[src/source/tlp_pkg.sv]
// TLP handler shared widths, field codes, CSR map and bus structs
`default_nettype none

package tlp_pkg;

  localparam int DWORD_W     = 32;
  localparam int BEAT_DWORDS = 8;
  localparam int BEAT_W      = DWORD_W * BEAT_DWORDS;  // 256-bit Avalon-ST beat

  typedef logic [DWORD_W-1:0] dword_t;
  typedef logic [BEAT_W-1:0]  beat_t;
  typedef logic [1:0]         empty_t;       // Empty 64-bit pairs at top of end beat
  typedef logic [15:0]        req_id_t;      // Bus/dev/func
  typedef logic [7:0]         tag_t;
  typedef logic [9:0]         tlp_len_t;     // Length in dwords
  typedef logic [11:0]        byte_count_t;
  typedef logic [3:0]         be_t;
  typedef logic [7:0]         lower_addr_t;

  // Decoded request kind
  typedef enum logic [2:0] {
    KIND_MRD,
    KIND_MRDLK,
    KIND_MWR,
    KIND_CPL,
    KIND_CPLD,
    KIND_UNKNOWN
  } tlp_kind_t;

  // Header field codes
  localparam logic [2:0] FMT_CPL       = 3'b000;  // 3DW no data
  localparam logic [2:0] FMT_CPLD      = 3'b010;  // 3DW with data
  localparam logic [4:0] TYPE_CPL      = 5'b01010;
  localparam logic [2:0] CPL_STATUS_SC = 3'h0;
  localparam logic [2:0] CPL_STATUS_UR = 3'h1;

  // Config bus address carrying bus and device number
  localparam logic [3:0] CFG_ADDR_BUSDEV = 4'hF;

  // CSR map
  localparam int CSR_ADDR_W = 6;
  localparam logic [CSR_ADDR_W-1:0] CSR_ID          = 6'd0;
  localparam logic [CSR_ADDR_W-1:0] CSR_RX_COUNT    = 6'd1;
  localparam logic [CSR_ADDR_W-1:0] CSR_TX_COUNT    = 6'd2;
  localparam logic [CSR_ADDR_W-1:0] CSR_RX_HDR_BASE = 6'd8;   // 8 dwords
  localparam logic [CSR_ADDR_W-1:0] CSR_TX_HDR_BASE = 6'd16;  // 8 dwords
  localparam dword_t                CSR_UNMAPPED    = '1;

  // One streaming beat, same shape for rx and tx
  typedef struct packed {
    beat_t  data;
    empty_t empty;
    logic   sop;
    logic   eop;
    logic   valid;
  } st_beat_t;

  // Decoded state of the TLP in flight
  typedef struct packed {
    tlp_kind_t   kind;
    tag_t        tag;
    req_id_t     req_id;
    lower_addr_t lower_addr;
    tlp_len_t    len;
    logic        is_4dw;
    byte_count_t byte_count;
    logic        is_npr;       // Needs a completion
    logic        is_pr;
    logic        unsupported;
  } tlp_frame_t;

endpackage

`default_nettype wire

[src/source/cfg_id_capture.sv]
// Config-bus snoop that holds the endpoint requester ID once enumerated
`default_nettype none
`timescale 1ns/1ps

module cfg_id_capture (
  input  logic              clk,
  input  logic              reset,
  input  logic [3:0]        tl_cfg_add,
  input  tlp_pkg::dword_t   tl_cfg_ctl,
  output tlp_pkg::req_id_t  my_id,
  output logic              id_valid
);
  import tlp_pkg::*;

  logic busdev_wr;

  assign busdev_wr = (tl_cfg_add == CFG_ADDR_BUSDEV);

  // Sticky until reset
  always_ff @(posedge clk) begin
    if (reset) begin
      id_valid <= 1'b0;
    end else if (busdev_wr) begin
      id_valid <= 1'b1;
    end
  end

  // Bus[7:0] and device[4:0] sit in the low 13 bits, function forced to 0
  always_ff @(posedge clk) begin
    if (busdev_wr) begin
      my_id <= {tl_cfg_ctl[12:0], 3'b000};
    end
  end

  // Once enumerated the ID stays valid until the next reset
  a_id_sticky: assert property (@(posedge clk) !reset && id_valid |=> id_valid);

endmodule

`default_nettype wire

[src/source/tlp_byte_count.sv]
// Byte count of a memory request from its length and first/last byte enables
`default_nettype none
`timescale 1ns/1ps

module tlp_byte_count (
  input  tlp_pkg::tlp_len_t    len,
  input  tlp_pkg::be_t         first_be,
  input  tlp_pkg::be_t         last_be,
  output tlp_pkg::byte_count_t byte_count
);
  import tlp_pkg::*;

  // Position of lowest enabled byte
  function automatic logic [1:0] low_idx(be_t be);
    logic [1:0] idx;
    casez (be)
      4'b???1: idx = 2'd0;
      4'b??10: idx = 2'd1;
      4'b?100: idx = 2'd2;
      default: idx = 2'd3;
    endcase
    return idx;
  endfunction

  // Position of highest enabled byte
  function automatic logic [1:0] high_idx(be_t be);
    logic [1:0] idx;
    casez (be)
      4'b1???: idx = 2'd3;
      4'b01??: idx = 2'd2;
      4'b001?: idx = 2'd1;
      default: idx = 2'd0;
    endcase
    return idx;
  endfunction

  byte_count_t full_bytes;   // Whole payload in bytes
  byte_count_t head_skip;    // Disabled bytes below first_be
  byte_count_t tail_skip;    // Disabled bytes above last_be
  byte_count_t span;         // Single-dword span within first_be

  assign full_bytes = {len, 2'b00};
  assign head_skip  = byte_count_t'(low_idx(first_be));
  assign tail_skip  = byte_count_t'(2'd3 - high_idx(last_be));
  assign span       = byte_count_t'(high_idx(first_be)) - head_skip + 12'd1;

  always_comb begin
    if (last_be == 4'h0) begin
      // Single dword request
      if (first_be == 4'h0) begin
        byte_count = 12'd1;             // Zero-length read still counts 1
      end else begin
        byte_count = span;
      end
    end else if (first_be == 4'h0) begin
      byte_count = '0;                  // Illegal enable combination
    end else begin
      byte_count = full_bytes - head_skip - tail_skip;
    end
  end

endmodule

`default_nettype wire

[src/source/tlp_rx_decode.sv]
// Receive header decoder that classifies each TLP and flags unsupported requests
`default_nettype none
`timescale 1ns/1ps

module tlp_rx_decode (
  input  logic                clk,
  input  logic                reset,
  input  tlp_pkg::st_beat_t   rx_st,
  input  logic                rx_ready,
  output tlp_pkg::tlp_frame_t frame,
  output logic                frame_start,
  output logic                frame_end,
  output logic                ur_posted,
  output logic                ur_nonposted
);
  import tlp_pkg::*;

  dword_t [BEAT_DWORDS-1:0] dw;
  logic [2:0]  fmt;
  logic [4:0]  typ;
  tlp_kind_t   kind;
  byte_count_t bc;
  logic        accept;
  logic        start_acc;

  // Registered frame
  tlp_kind_t   kind_q;
  tag_t        tag_q;
  req_id_t     req_id_q;
  lower_addr_t addr_q;
  tlp_len_t    len_q;
  logic        is_4dw_q;
  byte_count_t bc_q;
  logic        npr_q;
  logic        pr_q;
  logic        unsup;

  assign dw        = rx_st.data;
  assign fmt       = dw[0][31:29];
  assign typ       = dw[0][28:24];
  assign accept    = rx_st.valid && rx_ready;   // Beat actually taken
  assign start_acc = accept && rx_st.sop;

  always_comb begin
    case ({fmt[1], typ})
      6'b000000: kind = KIND_MRD;
      6'b000001: kind = KIND_MRDLK;
      6'b100000: kind = KIND_MWR;
      6'b001010: kind = KIND_CPL;
      6'b101010: kind = KIND_CPLD;
      default:   kind = KIND_UNKNOWN;
    endcase
  end

  tlp_byte_count i_byte_count (
    .len       (dw[0][9:0]),
    .first_be  (dw[1][3:0]),
    .last_be   (dw[1][7:4]),
    .byte_count(bc)
  );

  always_ff @(posedge clk) begin
    if (start_acc) begin
      kind_q   <= kind;
      len_q    <= dw[0][9:0];
      is_4dw_q <= fmt[0];
      bc_q     <= bc;
      if (kind == KIND_CPL || kind == KIND_CPLD) begin
        tag_q    <= dw[2][15:8];    // Completion keeps IDs in h2
        req_id_q <= dw[2][31:16];
      end else begin
        tag_q    <= dw[1][15:8];
        req_id_q <= dw[1][31:16];
      end
      addr_q <= fmt[0] ? {dw[3][7:2], 2'b00} : {dw[2][7:2], 2'b00};
      npr_q  <= 1'b0;
      pr_q   <= 1'b0;
      casez ({fmt[1], typ})
        6'b00000?: npr_q <= 1'b1;   // MRd, MRdLk
        6'b?00010: npr_q <= 1'b1;   // IO read/write
        6'b1011??: npr_q <= 1'b1;   // AtomicOp
        6'b100000: pr_q  <= 1'b1;   // MWr
        6'b?10???: pr_q  <= 1'b1;   // Msg, MsgD
        default: ;
      endcase
    end
  end

  always_ff @(posedge clk) begin
    if (reset) begin
      frame_start <= 1'b0;
      frame_end   <= 1'b0;
    end else begin
      frame_start <= start_acc;
      frame_end   <= accept && rx_st.eop;
    end
  end

  // Only 3DW single-dword memory accesses are served
  always_comb begin
    unsup = 1'b0;
    if (kind_q == KIND_UNKNOWN || kind_q == KIND_CPL || kind_q == KIND_MRDLK) begin
      unsup = 1'b1;
    end else if (is_4dw_q) begin
      unsup = 1'b1;                 // No 64-bit addressing
    end else if (kind_q == KIND_MRD || kind_q == KIND_MWR) begin
      unsup = (len_q != 10'd1) || (bc_q != 12'd0 && bc_q != 12'd4);
    end
  end

  assign frame = '{kind: kind_q, tag: tag_q, req_id: req_id_q, lower_addr: addr_q,
                   len: len_q, is_4dw: is_4dw_q, byte_count: bc_q,
                   is_npr: npr_q, is_pr: pr_q, unsupported: unsup};

  assign ur_nonposted = frame_start && unsup && npr_q;
  assign ur_posted    = frame_start && unsup && pr_q;

  // Posted and non-posted error reports are exclusive
  a_ur_onehot: assert property (@(posedge clk) disable iff (reset)
    frame_start && frame.unsupported |-> !(ur_posted && ur_nonposted));

endmodule

`default_nettype wire

[src/source/cpl_builder.sv]
// Completion generator emitting one-beat CplD or UR replies for non-posted TLPs
`default_nettype none
`timescale 1ns/1ps

module cpl_builder (
  input  logic                clk,
  input  logic                reset,
  input  tlp_pkg::tlp_frame_t frame,
  input  logic                frame_end,
  input  tlp_pkg::req_id_t    my_id,
  output tlp_pkg::st_beat_t   tx_st
);
  import tlp_pkg::*;

  dword_t [BEAT_DWORDS-1:0] dw;
  empty_t empty;
  dword_t data_dw;
  logic   fire;
  logic   is_ur;
  logic   valid_q;
  beat_t  data_q;
  empty_t empty_q;

  assign fire    = frame_end && frame.is_npr;
  assign is_ur   = frame.unsupported || (frame.kind != KIND_MRD);
  assign data_dw = {frame.tag, frame.req_id, frame.lower_addr};   // Echo pattern

  always_comb begin
    dw    = '0;
    empty = 2'd2;
    dw[0][28:24] = TYPE_CPL;
    dw[1][31:16] = my_id;                                          // Completer ID
    dw[2] = {frame.req_id, frame.tag, 1'b0, frame.lower_addr[6:0]};
    if (is_ur) begin
      dw[0][31:29] = FMT_CPL;
      dw[0][9:0]   = 10'd0;
      dw[1][15:13] = CPL_STATUS_UR;
      dw[1][11:0]  = frame.byte_count;
    end else begin
      dw[0][31:29] = FMT_CPLD;
      dw[0][9:0]   = 10'd1;
      dw[1][15:13] = CPL_STATUS_SC;
      dw[1][11:0]  = 12'd4;
      // Qword-aligned address needs a pad dword after the header
      if (!frame.lower_addr[2]) begin
        dw[4] = data_dw;
        empty = 2'd1;
      end else begin
        dw[3] = data_dw;
        empty = 2'd2;
      end
    end
  end

  always_ff @(posedge clk) begin
    if (reset) begin
      valid_q <= 1'b0;
    end else begin
      valid_q <= fire;
    end
  end

  always_ff @(posedge clk) begin
    if (fire) begin
      data_q  <= dw;
      empty_q <= empty;
    end
  end

  // Every completion is a single beat
  assign tx_st = '{data: data_q, empty: empty_q, sop: valid_q, eop: valid_q, valid: valid_q};

  a_single_beat: assert property (@(posedge clk) disable iff (reset)
    tx_st.valid |-> tx_st.sop && tx_st.eop);

endmodule

`default_nettype wire

[src/source/tlp_stats_csr.sv]
// TLP statistics with masked last-header copies behind a read-only CSR port
`default_nettype none
`timescale 1ns/1ps

module tlp_stats_csr (
  input  logic                            clk,
  input  logic                            reset,
  input  tlp_pkg::st_beat_t               rx_st,
  input  logic                            rx_ready,
  input  tlp_pkg::st_beat_t               tx_st,
  input  tlp_pkg::req_id_t                my_id,
  input  logic                            csr_read,
  input  logic [tlp_pkg::CSR_ADDR_W-1:0]  csr_address,
  output tlp_pkg::dword_t                 csr_readdata
);
  import tlp_pkg::*;

  localparam int SEL_W = $clog2(BEAT_DWORDS);

  // Start beat copy with the empty top dwords forced to ones
  function automatic beat_t masked_copy(st_beat_t b);
    beat_t r;
    int    keep;
    r    = b.data;
    keep = BEAT_DWORDS - 2 * int'(b.empty);
    if (b.eop) begin
      for (int i = 0; i < BEAT_DWORDS; i++) begin
        if (i >= keep) begin
          r[i*DWORD_W +: DWORD_W] = '1;
        end
      end
    end
    return r;
  endfunction

  logic             rx_take;
  logic             tx_take;
  dword_t           rx_count;
  dword_t           tx_count;
  beat_t            rx_hdr;
  beat_t            tx_hdr;
  logic [SEL_W-1:0] hdr_sel;

  assign rx_take = rx_st.valid && rx_ready && rx_st.sop;
  assign tx_take = tx_st.valid && tx_st.sop;
  assign hdr_sel = csr_address[SEL_W-1:0];   // Header windows are 8-aligned

  always_ff @(posedge clk) begin
    if (reset) begin
      rx_count <= '0;
      tx_count <= '0;
      rx_hdr   <= '0;
      tx_hdr   <= '0;
    end else begin
      if (rx_take) begin
        rx_count <= rx_count + 32'd1;
        rx_hdr   <= masked_copy(rx_st);
      end
      if (tx_take) begin
        tx_count <= tx_count + 32'd1;
        tx_hdr   <= masked_copy(tx_st);
      end
    end
  end

  // Read port, one cycle latency
  always_ff @(posedge clk) begin
    if (csr_read) begin
      if (csr_address == CSR_ID) begin
        csr_readdata <= dword_t'(my_id);
      end else if (csr_address == CSR_RX_COUNT) begin
        csr_readdata <= rx_count;
      end else if (csr_address == CSR_TX_COUNT) begin
        csr_readdata <= tx_count;
      end else if (csr_address inside {[CSR_RX_HDR_BASE : CSR_RX_HDR_BASE + 6'd7]}) begin
        csr_readdata <= rx_hdr[hdr_sel*DWORD_W +: DWORD_W];
      end else if (csr_address inside {[CSR_TX_HDR_BASE : CSR_TX_HDR_BASE + 6'd7]}) begin
        csr_readdata <= tx_hdr[hdr_sel*DWORD_W +: DWORD_W];
      end else begin
        csr_readdata <= CSR_UNMAPPED;
      end
    end
  end

endmodule

`default_nettype wire

[src/source/tlp_handler_top.sv]
// PCIe endpoint TLP handler joining decode, completion, config snoop and CSRs
`default_nettype none
`timescale 1ns/1ps

module tlp_handler_top (
  input  logic                           clk,
  input  logic                           reset,
  input  tlp_pkg::st_beat_t              rx_st,
  output logic                           rx_st_ready,
  output tlp_pkg::st_beat_t              tx_st,
  input  logic [3:0]                     tl_cfg_add,
  input  tlp_pkg::dword_t                tl_cfg_ctl,
  output logic                           ur_posted,
  output logic                           ur_nonposted,
  input  logic                           csr_read,
  input  logic [tlp_pkg::CSR_ADDR_W-1:0] csr_address,
  output tlp_pkg::dword_t                csr_readdata
);
  import tlp_pkg::*;

  req_id_t    my_id;
  logic       id_valid;
  tlp_frame_t frame;
  logic       frame_end;

  // Accept traffic only once the requester ID is known
  assign rx_st_ready = !reset && id_valid;

  cfg_id_capture i_cfg_id_capture (
    .clk       (clk),
    .reset     (reset),
    .tl_cfg_add(tl_cfg_add),
    .tl_cfg_ctl(tl_cfg_ctl),
    .my_id     (my_id),
    .id_valid  (id_valid)
  );

  tlp_rx_decode i_tlp_rx_decode (
    .clk         (clk),
    .reset       (reset),
    .rx_st       (rx_st),
    .rx_ready    (rx_st_ready),
    .frame       (frame),
    .frame_start (),              // Consumed inside decode for error pulses
    .frame_end   (frame_end),
    .ur_posted   (ur_posted),
    .ur_nonposted(ur_nonposted)
  );

  cpl_builder i_cpl_builder (
    .clk      (clk),
    .reset    (reset),
    .frame    (frame),
    .frame_end(frame_end),
    .my_id    (my_id),
    .tx_st    (tx_st)
  );

  tlp_stats_csr i_tlp_stats_csr (
    .clk         (clk),
    .reset       (reset),
    .rx_st       (rx_st),
    .rx_ready    (rx_st_ready),
    .tx_st       (tx_st),
    .my_id       (my_id),
    .csr_read    (csr_read),
    .csr_address (csr_address),
    .csr_readdata(csr_readdata)
  );

endmodule

`default_nettype wire

[config.mk]
export PLATFORM = sky130hd
export DESIGN_NAME = tlp_handler_top
export DESIGN_NICKNAME = d
export VERILOG_FILES = /design/src/source/tlp_pkg.sv /design/src/source/cfg_id_capture.sv /design/src/source/tlp_byte_count.sv /design/src/source/tlp_rx_decode.sv /design/src/source/cpl_builder.sv /design/src/source/tlp_stats_csr.sv /design/src/source/tlp_handler_top.sv
export SDC_FILE = /design/constraint.sdc
export NUM_CORES = 1
export LEC_CHECK = 0
export ABC_AREA = 1
export BUFFER_PORTS_ARGS = -buffer_cell sky130_fd_sc_hd__buf_2
export CAP_MARGIN = 20
export CELL_PAD_IN_SITES_DETAIL_PLACEMENT = 1
export CELL_PAD_IN_SITES_GLOBAL_PLACEMENT = 1
export CORE_ASPECT_RATIO = 0.8
export CORE_MARGIN = 2
export CORE_UTILIZATION = 41
export DETAILED_ROUTE_END_ITERATION = 7
export GPL_TIMING_DRIVEN = 1
export PLACE_DENSITY_LB_ADDON = 0.2
export SLEW_MARGIN = 20
export SYNTH_ARGS = -nofsm -noshare
export SYNTH_HDL_FRONTEND = slang
export SYNTH_SLANG_ARGS = --single-unit
[constraint.sdc]
create_clock -name clk -period 4.1 [get_ports clk]
set_clock_uncertainty 0.2 [all_clocks]
set_input_delay 0.41 -clock clk [delete_from_list [all_inputs] [get_ports clk]]
set_output_delay 0.41 -clock clk [all_outputs]
set_load 0.05 [all_outputs]
Word-level counts from Yosys, hierarchy flattened

Index checks and enable logic that the tools add are counted.

Bits in registers: 823
Bits in read-only memories: 0
Input port bits: 306
Memories: 0
Logic and storage cells: 155
Latch bits: 0
Memory bits (writable): 0
Output and inout bits: 296

Equality and inequality tests: 24
Multiplexer cells: 42
Reduce and logical (&&, ||, !) cells: 30
Bitwise logic cells: 1
Shifts and indexed selects: 2
$lt $le $gt $ge: 20
Div/mod/pow operators: 0
$mul: 0
$add $sub $neg: 9

Operators by type and width:

| operator                                            | number |
|---|---|
| two-way mux 32 bit                                  | 20 |
| variable part select 256 x 9 -> 32 bit              | 2 |
| >= comparator 4 x 32 -> 1 bit, first input constant | 8 |
| two-way mux 256 bit                                 | 1 |
| >= comparator 3 x 32 -> 1 bit, first input constant | 4 |
| adder 32 x 1 -> 32 bit, second input constant       | 2 |
| >= comparator 1 x 32 -> 1 bit, first input constant | 2 |
| >= comparator 2 x 32 -> 1 bit, first input constant | 2 |
| two-way mux 12 bit                                  | 3 |
| two-way mux 16 bit                                  | 2 |
| case mux 2 bit (3 select lines)                     | 3 |
| two-way mux 8 bit                                   | 2 |
| case mux 3 bit (5 select lines)                     | 1 |
| == test 6 x 1 -> 1 bit, second input constant       | 2 |
| == test 6 bit, second input constant                | 2 |
| zero test 6 bit                                     | 2 |
| != test 12 x 3 -> 1 bit, second input constant      | 1 |
| nonzero test 12 bit                                 | 1 |
| subtractor 12 bit                                   | 1 |
| subtractor 12 x 2 -> 12 bit                         | 1 |
| logical AND 1 bit                                   | 11 |
| != test 10 x 1 -> 1 bit, second input constant      | 1 |
| subtractor 4 x 3 -> 5 bit, first input constant     | 2 |
| == test 3 x 1 -> 1 bit, second input constant       | 3 |
| 27 further kinds                                    | 49 |

Depth between registers and ports, before layout

Gate-level depths: netlist (run 1).

Depth after elaboration: 8
Gate-level depth with buffers: 13
Mapped depth without buffers: 12

By module

From an unflattened synthesis (run 1), not the netlist that was laid out.

Cell total of the unflattened synthesis: 4991
Area total of the unflattened synthesis: 37587.3 um2

Modules (own cells, without submodules):

| module          | seq. area each (um2) | area each (um2) | instances | cells each |
|---|---|---|---|---|
| tlp_stats_csr   | 12492.0              | 28579.9         | 1         | 4249 |
| cpl_builder     | 3803.6               | 5392.7          | 1         | 400 |
| tlp_rx_decode   | 1781.7               | 2543.7          | 1         | 214 |
| tlp_byte_count  | 0.0                  | 600.6           | 1         | 103 |
| cfg_id_capture  | 410.4                | 460.4           | 1         | 23 |
| tlp_handler_top | 0.0                  | 10.0            | 1         | 2 |

Least setup slack after synthesis (run 1)

OpenSTA, ideal clock, no wires.

Path kind: reg2reg
Start point: register i_tlp_rx_decode.npr_q
End point: register i_cpl_builder.data_q[100], enable pin
Slack: 0.773 ns
Required time: 3.430 ns
Buffers on the path: 0
Period minus slack after synthesis: 3.327 ns
Data arrival time: 2.656 ns
Stages on the path, launching flop included: 3
Library setup time: 0.470 ns
Cells stage by stage: edfxtp_1 nand2_1 inv_1

Word-level cells in the longest chain between the ends: 1

RTL lines:

| what                         | RTL line            | text |
|---|---|---|
| start: declaration           | tlp_rx_decode.sv:34 | `logic npr_q;` |
| start signal: assignment     | tlp_rx_decode.sv:76 | `npr_q <= 1'b0;` |
| logical AND 1 bit            | cpl_builder.sv:24   | `assign fire = frame_end && frame.is_npr;` |
| named net i_cpl_builder.fire | cpl_builder.sv:18   | `logic fire;` |
| end signal: assignment       | cpl_builder.sv:65   | `data_q <= dw;` |
| end: declaration             | cpl_builder.sv:21   | `beat_t data_q;` |

The timed path passes the listed nets, and every way through them passes these cells.
A chain may end at the register's enable or synchronous reset.

Worst setup path in the final report (run 1)

Start point: input port reset
End point: register i_tlp_stats_csr.rx_hdr[16]

Word-level cells in the longest chain between the ends: 4

RTL lines:

| what                           | RTL line              | text |
|---|---|---|
| start: declaration             | tlp_handler_top.sv:7  | `input logic reset,` |
| zero test 1 bit                | tlp_handler_top.sv:27 | `assign rx_st_ready = !reset && id_valid;` |
| logical AND 1 bit              | tlp_handler_top.sv:27 |  |
| logical AND 1 bit (2 in a row) | tlp_stats_csr.sv:44   | `assign rx_take = rx_st.valid && rx_ready && rx_st.sop;` |
| end signal: assignment         | tlp_stats_csr.sv:57   | `rx_hdr <= masked_copy(rx_st);` |
| end: declaration               | tlp_stats_csr.sv:40   | `beat_t rx_hdr;` |

Parallel ways exist; a longest one is shown, timed or not.

==> metrics.md, run 1 <==
| Metric | Value |
|---|---|
| Status | finished, final reports clean |
| Placed cell count | about 5300 |
| LEAKAGE | 0.0161 uW |
| First DRT Iteration DRCs | a little over 3000 |
| Setup TNS | 0 ps |
| DRC violations left | 0 |
| Switching part of the total | 26.1% |
| Placed instance area | approximately 34000 um2 |
| Tmin final | about 3200 ps |
| Cell variety after synth | 45 |
| Setup violators final | 0 |
| EDFF count, synth | 220 |
| Place WS | roughly 1100 ps |
| Post-Syn Instances | 4055 |
| Max FO, Critical Path | 88 |
| Logic pwr share | approximately a tenth |
| R2r setup slk | 1350 ps |
| Max Freq | between 300 and 400 MHz |
| Num CTS Buffers | a little over 70 |
| Max rail drop VDD | about 0.00028 V |
| Number of setup buffers added after CTS | 0 |
| Clk Latency, worst-skew pair | between 600 and 700 ps |
| WHS Path Cells | 4 |
| Clk sinks | about 670 |
| Fin cells | roughly 5700 |
| Reg power frac | 45.7% |
| Clk root buf | clkbuf_16 |
| Setup Crit Path Kind | input pin to flop |
| Clk buf depth | 3 |
| Post-layout util | 51.7% |
| Synth Area in Compound Gates | 11.5% |
| IO buf count | ~440 |
| Ys async rst share | 0% |
| Die Ht | around 250 um |
| Crit path DAT | 3600 ps |
| Vias per cell | roughly 5.5 |
| Worst hold path type | input pin to flop |
| Post-CTS resize count | 0 |
| Worst Hold End | i_tlp_stats_csr.rx_hdr[251] |
| Core Area | between 70000 and 80000 um2 |
| Final hold vios | 0 |
| Register area share after synthesis | 49.6% |
| WP data required | roughly 4500 ps |
| Synth Flop Type | dfxtp_1 |
| Post-Synth XOR/XNOR Area | less than 1% |
| Worst-margin pin slew | roughly 1100 ps |
| Initial antenna violation count | 17 |
| RR Endpoint | i_tlp_stats_csr.rx_hdr[16] |
| Worst-path clk slew | around 60 ps |
| Crit. End Element | flop |
| Crit start category | input pin |
| Number of I/O pins | about 600 |
| WL per Instance | between 20 and 25 um |
| #FFs+latches synth | 666 |
| Max-slew headroom | between 20% and 30% |
| Routed Antenna Nets | 0 |
| R2R depth | 5 |
| Avg Inst Size Synth | 7.72 um2 |
| Largest net degree at the start of global routing | 200 |
| PnR worst setup slack | about 870 ps |
| Simple-Gate Fraction of Synth Area | around 26% |
| Area Growth Syn to Fin | 24.8% |
| First-pass GRT wire length | approximately 200000 um |
| Slew Limit Fails | 0 |
| Netlist Area Pre-Place | 31300 um2 |
| Pwr Density | just under 400 nW/um2 |
| Net switching power | roughly 3900 uW |
| RSZ-0062 raised after global routing | false |
| GRT overflow | 0 |
| Pre-antenna DRT Iters | 5 |
| Number of global-route vias before repair | 31300 |
| Horiz. Die Dim | approximately 310 um |
| Final Routed Wirelength | 139000 um |
| GRT Util Overall | around a third |
| CTS tree | done |
| Worst r2r src | i_cfg_id_capture.id_valid |
| FP Rows | 90 |
| Die area | around 79000 um2 |
| Main combinational cell family by area after synthesis | simple AND/OR/NAND/NOR gates |
| Fin area | between 30000 and 40000 um2 |
| Yosys warns | 0 |
| Placer congestion estimate | just over 0.9 |
| Post-synthesis mux area share | under 10% |
| Starting Density | about two fifths |
| Clock share of power | ~45% |
| Synth Area in Adders | 0.384% |
| Share of post-route cells with drive strength above 1 | 14.6% |
| Max Cap Violations | 0 |
| H-tree levels | 3 |
| Final #Nets | just under 5000 |
| Crit share post-route | approximately four fifths |
| Dpl hpwl | 89900 um |
| Pint | roughly 11000 uW |
| Hold Crit Start | rx_st[256] |
| Routed vias | 31500 |
-- per-layer routing --
layer | part of all wire [%] | track usage (%) | vias to the layer above
met4 | 4.7 | 15.4 | 6
li1 | - | - | 14200
met5 | 0.029 | 0 | -
met2 | 46 | 54.9 | 1409
met1 | 41 | 45.2 | 15500
met3 | 7.5 | 6.13 | 371
-- layout by cell type, fill, tap and decap left out, types with 12 or more instances in the layout --
cell and instances:
conb_1 140, a211oi_1 89, a31oi_1 43, diode_2 15
inv_1 311, buf_12 12, nand4_1 20, mux2_2 30
clkinv_2 16, nand3b_1 14, edfxtp_1 220, nor3_1 220
nand3_1 220, buf_4 52, dlygate4sd3_1 295, o21ai_0 291
clkbuf_16 77, buf_2 440, nand2_1 947, nor2_1 485
dfxtp_1 445, clkbuf_1 20, a21oi_1 210
-- stage by stage --
step / power [uW] / hold WS (ps)
after detailed placement: 8220 / 234
final: 15100 / 96.0
after global routing: 15400 / 99.8
after global placement: 8210 / 229
after floorplan: 7860 / 219
after CTS: 15000 / 21.1
-- timing repair --
item	in CTS	in global routing
hold endpoints to repair	310	0
hold buffers	295	0
endpoints found under the setup margin	0	0
-- cells in the mapped netlist, types with 10 or more instances --
cell type,instances,share of area (%)
dfxtp_1,446,29
nand2_1,949,11
buf_4,154,3.7
nand4_1,20,0.40
a31oi_1,43,0.86
a211oi_1,89,2.1
inv_1,313,3.8
nor3_1,221,3.5
o21ai_0,291,4.7
nand3b_1,14,0.34
a22oi_1,10,0.24
clkbuf_1,140,1.7
mux2_2,30,1.1
a21oi_1,210,3.4
nand3_1,220,3.5
buf_2,93,1.5
edfxtp_1,220,21
nor2_1,485,5.8
xor2_1,11,0.31
buf_1,17,0.20
-- power groups by stage --
stage	clock network, uW	registers (uW)	logic, uW
3_5_place_dp	0	7030	1190
2_1_floorplan	0	7090	765
3_3_place_gp	0	7030	1190
6_report	6710	6880	1470
4_1_cts	6710	6880	1410
5_1_grt	7010	6880	1530
-- layout make-up --
type	count	area [um2]
clock buffers	106	2120
repair buffers	801	5820
clock inverters	26	241
well taps	1012	1270
fillers	9229	36500
diodes	15	37.5
multi-input cells	2794	12800
flip-flops and latches	666	15500
inverters	324	1230
-- cells by family after synthesis --
kind of cell / after synthesis
AND/OR/NAND/NOR: 1944
buffers and inverters: 733
flip-flops: 666
AO/OA/AOI/OAI: 655
multiplexers: 30
XOR/XNOR: 16
adder cells (fa/ha/maj): 9
other: 2
-- worst max-delay path by stage --
stage                                     start                              end  slack [ps]  depth (start not counted)
after detailed placement         csr_address[0]  i_tlp_stats_csr.csr_readdata[6]        1060                          9
after global routing                      reset       i_tlp_stats_csr.rx_hdr[16]         750                          8
after CTS                                 reset       i_tlp_stats_csr.rx_hdr[13]        1160                          9
after global placement           csr_address[0]  i_tlp_stats_csr.csr_readdata[8]        1060                         10
after floorplan           i_tlp_rx_decode.npr_q        i_cpl_builder.data_q[100]         770                          2
final                                     reset       i_tlp_stats_csr.rx_hdr[16]         870                          8
-- worst max-delay path: stages --
cell	delay (ps)
dlygate4sd3_1	570
buf_6	290
inv_6	170
nand4_4	300
buf_4	760
nand2_1	130
a21oi_1	250
dlygate4sd3_1	610
-- state kept, by name, summed over array words and instances, names as in the netlist, 8 cells and up --
register / flops
i_tlp_rx_decode.req_id_q: 16
i_tlp_rx_decode.tag_q: 8
i_tlp_rx_decode.len_q: 10
i_tlp_stats_csr.rx_hdr: 256
i_tlp_stats_csr.tx_count: 32
i_cpl_builder.data_q: 115
i_tlp_stats_csr.csr_readdata: 32
i_tlp_stats_csr.rx_count: 32
i_tlp_stats_csr.tx_hdr: 122
i_tlp_rx_decode.bc_q: 12
i_cfg_id_capture.my_id: 13
(Power assumes the default switching activity.)
==> inputs of run 2 (changes only) <==
==> constraint.sdc (replaced) <==
create_clock -name clk -period 3.25 [get_ports clk]
set_clock_uncertainty 0.2 [all_clocks]
set_input_delay 0.325 -clock clk [delete_from_list [all_inputs] [get_ports clk]]
set_output_delay 0.325 -clock clk [all_outputs]
set_load 0.05 [all_outputs]
==> run 2 against run 1 <==
Count of clock-buffer cells in the layout shrank 3. Clock power is 25% higher. Cell count fell by 0.26%. Critical path depth did not move. Design area fell by 0.14%. Sequential share of layout area rose by 0.057 points. Worst hold slack improved by 0.72 ps. Combinational power is 27% higher. Non-clock buffer count decreased by 6. Total power up 26%. Highest routed layer unchanged.
==> metrics.md, run 2 (synthesis results as in run 1) <==
| Metric | Value |
|---|---|
| Setup Crit Path Kind | input pin to flop (unchanged) |
| CTS tree | done (unchanged) |
| Crit path DAT | 3020 ps (was 3600 ps) |
| Place WS | 324 ps (was 1060 ps) |
| Max Cap Violations | 0 (unchanged) |
| Max FO, Critical Path | 17 (was 88) |
| Clk buf depth | 3 (unchanged) |
| Worst-path clk slew | 70 ps (was 60 ps) |
| Pwr Density | 485 nW/um2 (was 385 nW/um2) |
| GRT overflow | 0 (unchanged) |
| Net switching power | 4980 uW (was 3930 uW) |
| WHS Path Cells | 4 (unchanged) |
| Final hold vios | 0 (unchanged) |
| WL per Instance | 24.2 um (was 24.3 um) |
| Number of I/O pins | 602 (unchanged) |
| Max reg flops | 256 (unchanged) |
| Hold buffers post-CTS | 275 (was 295) |
| Switching part of the total | 26.3% (was 26.1%) |
| Routed vias | 31400 (was 31500) |
| Pre-antenna DRT Iters | 5 (unchanged) |
| Final Routed Wirelength | 139000 um (about the same) |
| LEAKAGE | 0.0161 uW (about the same) |
| Share of post-route cells with drive strength above 1 | 14.9% (was 14.6%) |
| Fin area | 39000 um2 (was 39100 um2) |
| Clk sinks | 666 (unchanged) |
| Clk Latency, worst-skew pair | 650 ps (was 640 ps) |
| Vias per cell | 5.48 (about the same) |
| Top reg by flops | i_tlp_stats_csr.rx_hdr (unchanged) |
| Post-CTS resize count | 0 (unchanged) |
| Number of setup buffers added after CTS | 0 (unchanged) |
| R2r setup slk | 630 ps (was 1350 ps) |
| WP data required | 3440 ps (was 4470 ps) |
| First DRT Iteration DRCs | 3127 (was 3079) |
| FP Rows | 90 (unchanged) |
| WL met3 | 10000 um (was 10400 um) |
| DRC violations left | 0 (unchanged) |
| Tmin final | roughly 2800 ps |
| Max-slew headroom | 18.8% (was 26.8%) |
| RSZ-0062 raised after global routing | false (unchanged) |
| Crit start category | input pin (unchanged) |
| Starting Density | 41.5% (unchanged) |
| Max Freq | 354 MHz |
| Fin cells | 5729 (was 5744) |
| Placer congestion estimate | 0.937 (was 0.917) |
| Worst Hold End | i_tlp_stats_csr.rx_count[26] (was i_tlp_stats_csr.rx_hdr[251]) |
| Max rail drop VDD | 0.000381 V (was 0.000283 V) |
| Initial antenna violation count | 12 (was 17) |
| Core Area | 75600 um2 (unchanged) |
| Die Ht | 251 um (unchanged) |
| Pint | 13900 uW (was 11100 uW) |
| Die area | 78600 um2 (unchanged) |
| R2R depth | 5 (unchanged) |
| Clock share of power | 44.3% (was 44.5%) |
| Number of global-route vias before repair | 31600 (was 31300) |
| IO buf count | 442 (unchanged) |
| Worst-margin pin slew | 1220 ps (was 1100 ps) |
| Most common cell after layout, fill and taps aside | nand2_1 (unchanged) |
| Final #Nets | 4967 (was 4974) |
| Setup violators final | 0 (unchanged) |
| Met1 Wirelength | 58200 um (was 57700 um) |
| Logic pwr share | 9.9% (was 9.7%) |
| Routed Antenna Nets | 0 (unchanged) |
| Clk root buf | clkbuf_16 (unchanged) |
| Highest metal used | met5 (unchanged) |
| Placed instance area | 33900 um2 (was 33700 um2) |
| Slew Limit Fails | 0 (unchanged) |
| Fill cells | 9322 (was 9229) |
| Crit. End Element | flop (unchanged) |
| Status | finished, final reports clean (unchanged) |
| Area Growth Syn to Fin | 24.6% (was 24.8%) |
| Placed cell count | 5316 (was 5301) |
| H-tree levels | 3 (unchanged) |
| Register area | 15500 um2 (unchanged) |
| Num CTS Buffers | 71 (was 72) |
| Hold Crit Start | rx_st[2] (was rx_st[256]) |
| PnR worst setup slack | 424 ps (was 870 ps) |
| First-pass GRT wire length | 202000 um (about the same) |
| RR Endpoint | i_tlp_stats_csr.rx_hdr[229] (was i_tlp_stats_csr.rx_hdr[16]) |
| Reg power frac | 45.8% (was 45.7%) |
| Largest regs | i_tlp_stats_csr.rx_hdr: 256 flops, i_tlp_stats_csr.tx_hdr: 122 flops, i_cpl_builder.data_q: 115 flops (unchanged) |
| GRT Util Overall | 34.2% (was 34.3%) |
| Worst r2r src | i_cfg_id_capture.id_valid (unchanged) |
| Commonest cells after routing, fill and taps aside | nand2_1 (947), nor2_1 (485), dfxtp_1 (445), buf_2 (440), inv_1 (311) (unchanged) |
| Setup crit start | rx_st[35] (was reset) |
| Crit share post-route | between 80% and 90% |
| Area of the multi-input gates | 12800 um2 (unchanged) |
| Largest net degree at the start of global routing | 226 (was 200) |
| Horiz. Die Dim | 313 um (unchanged) |
| Worst hold path type | input pin to flop (unchanged) |
| Setup TNS | 0 ps (unchanged) |
| Met2 wire length | 64600 um (was 64700 um) |
| Dpl hpwl | 91700 um (was 89900 um) |
run 2: changes by cell type in the layout (fill, tap and decap cells not counted), sizes merged, moves of 2 or more:
cell / previous run / this run
buf: 506 / 520
dlygate4sd3: 295 / 275
inv: 324 / 322
clkinv: 22 / 24
clkbuf: 106 / 103
diode: 15 / 9
run 2: cell type report:
cell class / count / area share (%)
repair buffers: 795 / 14.9
clock buffers: 103 / 5.39
flip-flops and latches: 666 / 39.8
inverters: 324 / 3.16
diodes: 9 / 0.0577
multi-input cells: 2794 / 32.9
well taps: 1012 / 3.24
clock inverters: 26 / 0.548
run 2: worst max-delay path, stage by stage:
cell,delay (ps)
dlygate4sd3_1,550
buf_2,160
inv_1,100
nor2_1,100
o21ai_2,570
buf_12,260
mux2_2,360
dlygate4sd3_1,580
run 2: how the worst max path moves through the flow:
stage | cells past startpoint | endpoint | slack (ps)
global route | 8 | i_tlp_rx_decode.req_id_q[6] | 400
floorplan | 2 | i_cpl_builder.data_q[100] | 450
global placement | 9 | i_tlp_stats_csr.csr_readdata[7] | 380
finish | 8 | i_tlp_rx_decode.req_id_q[6] | 420
CTS | 8 | i_tlp_rx_decode.req_id_q[8] | 540
detailed placement | 9 | i_tlp_stats_csr.csr_readdata[8] | 320
run 2: routing by layer:
metal  global-route usage, %  up-vias
met2                    55.0     1362
met3                    5.69      324
met1                    45.7    15500
met5                       0        -
li1                        -    14200
met4                    14.1        4
run 2: stage by stage:
step,utilization [%],hold WS (ps),total power (uW)
after detailed placement,44.9,239,10400
after CTS,51.6,79.0,18900
final,51.7,96.7,18900
after global placement,44.9,227,10400
after floorplan,-,219,9910
after global routing,51.7,107,19400
run 2: power by group through the flow:
stage	combinational [uW]	clock (uW)	sequential, uW
final	1870	8380	8670
after floorplan	966	0	8940
after CTS	1800	8380	8670
after global placement	1530	0	8860
after detailed placement	1540	0	8860
after global routing	1950	8750	8680
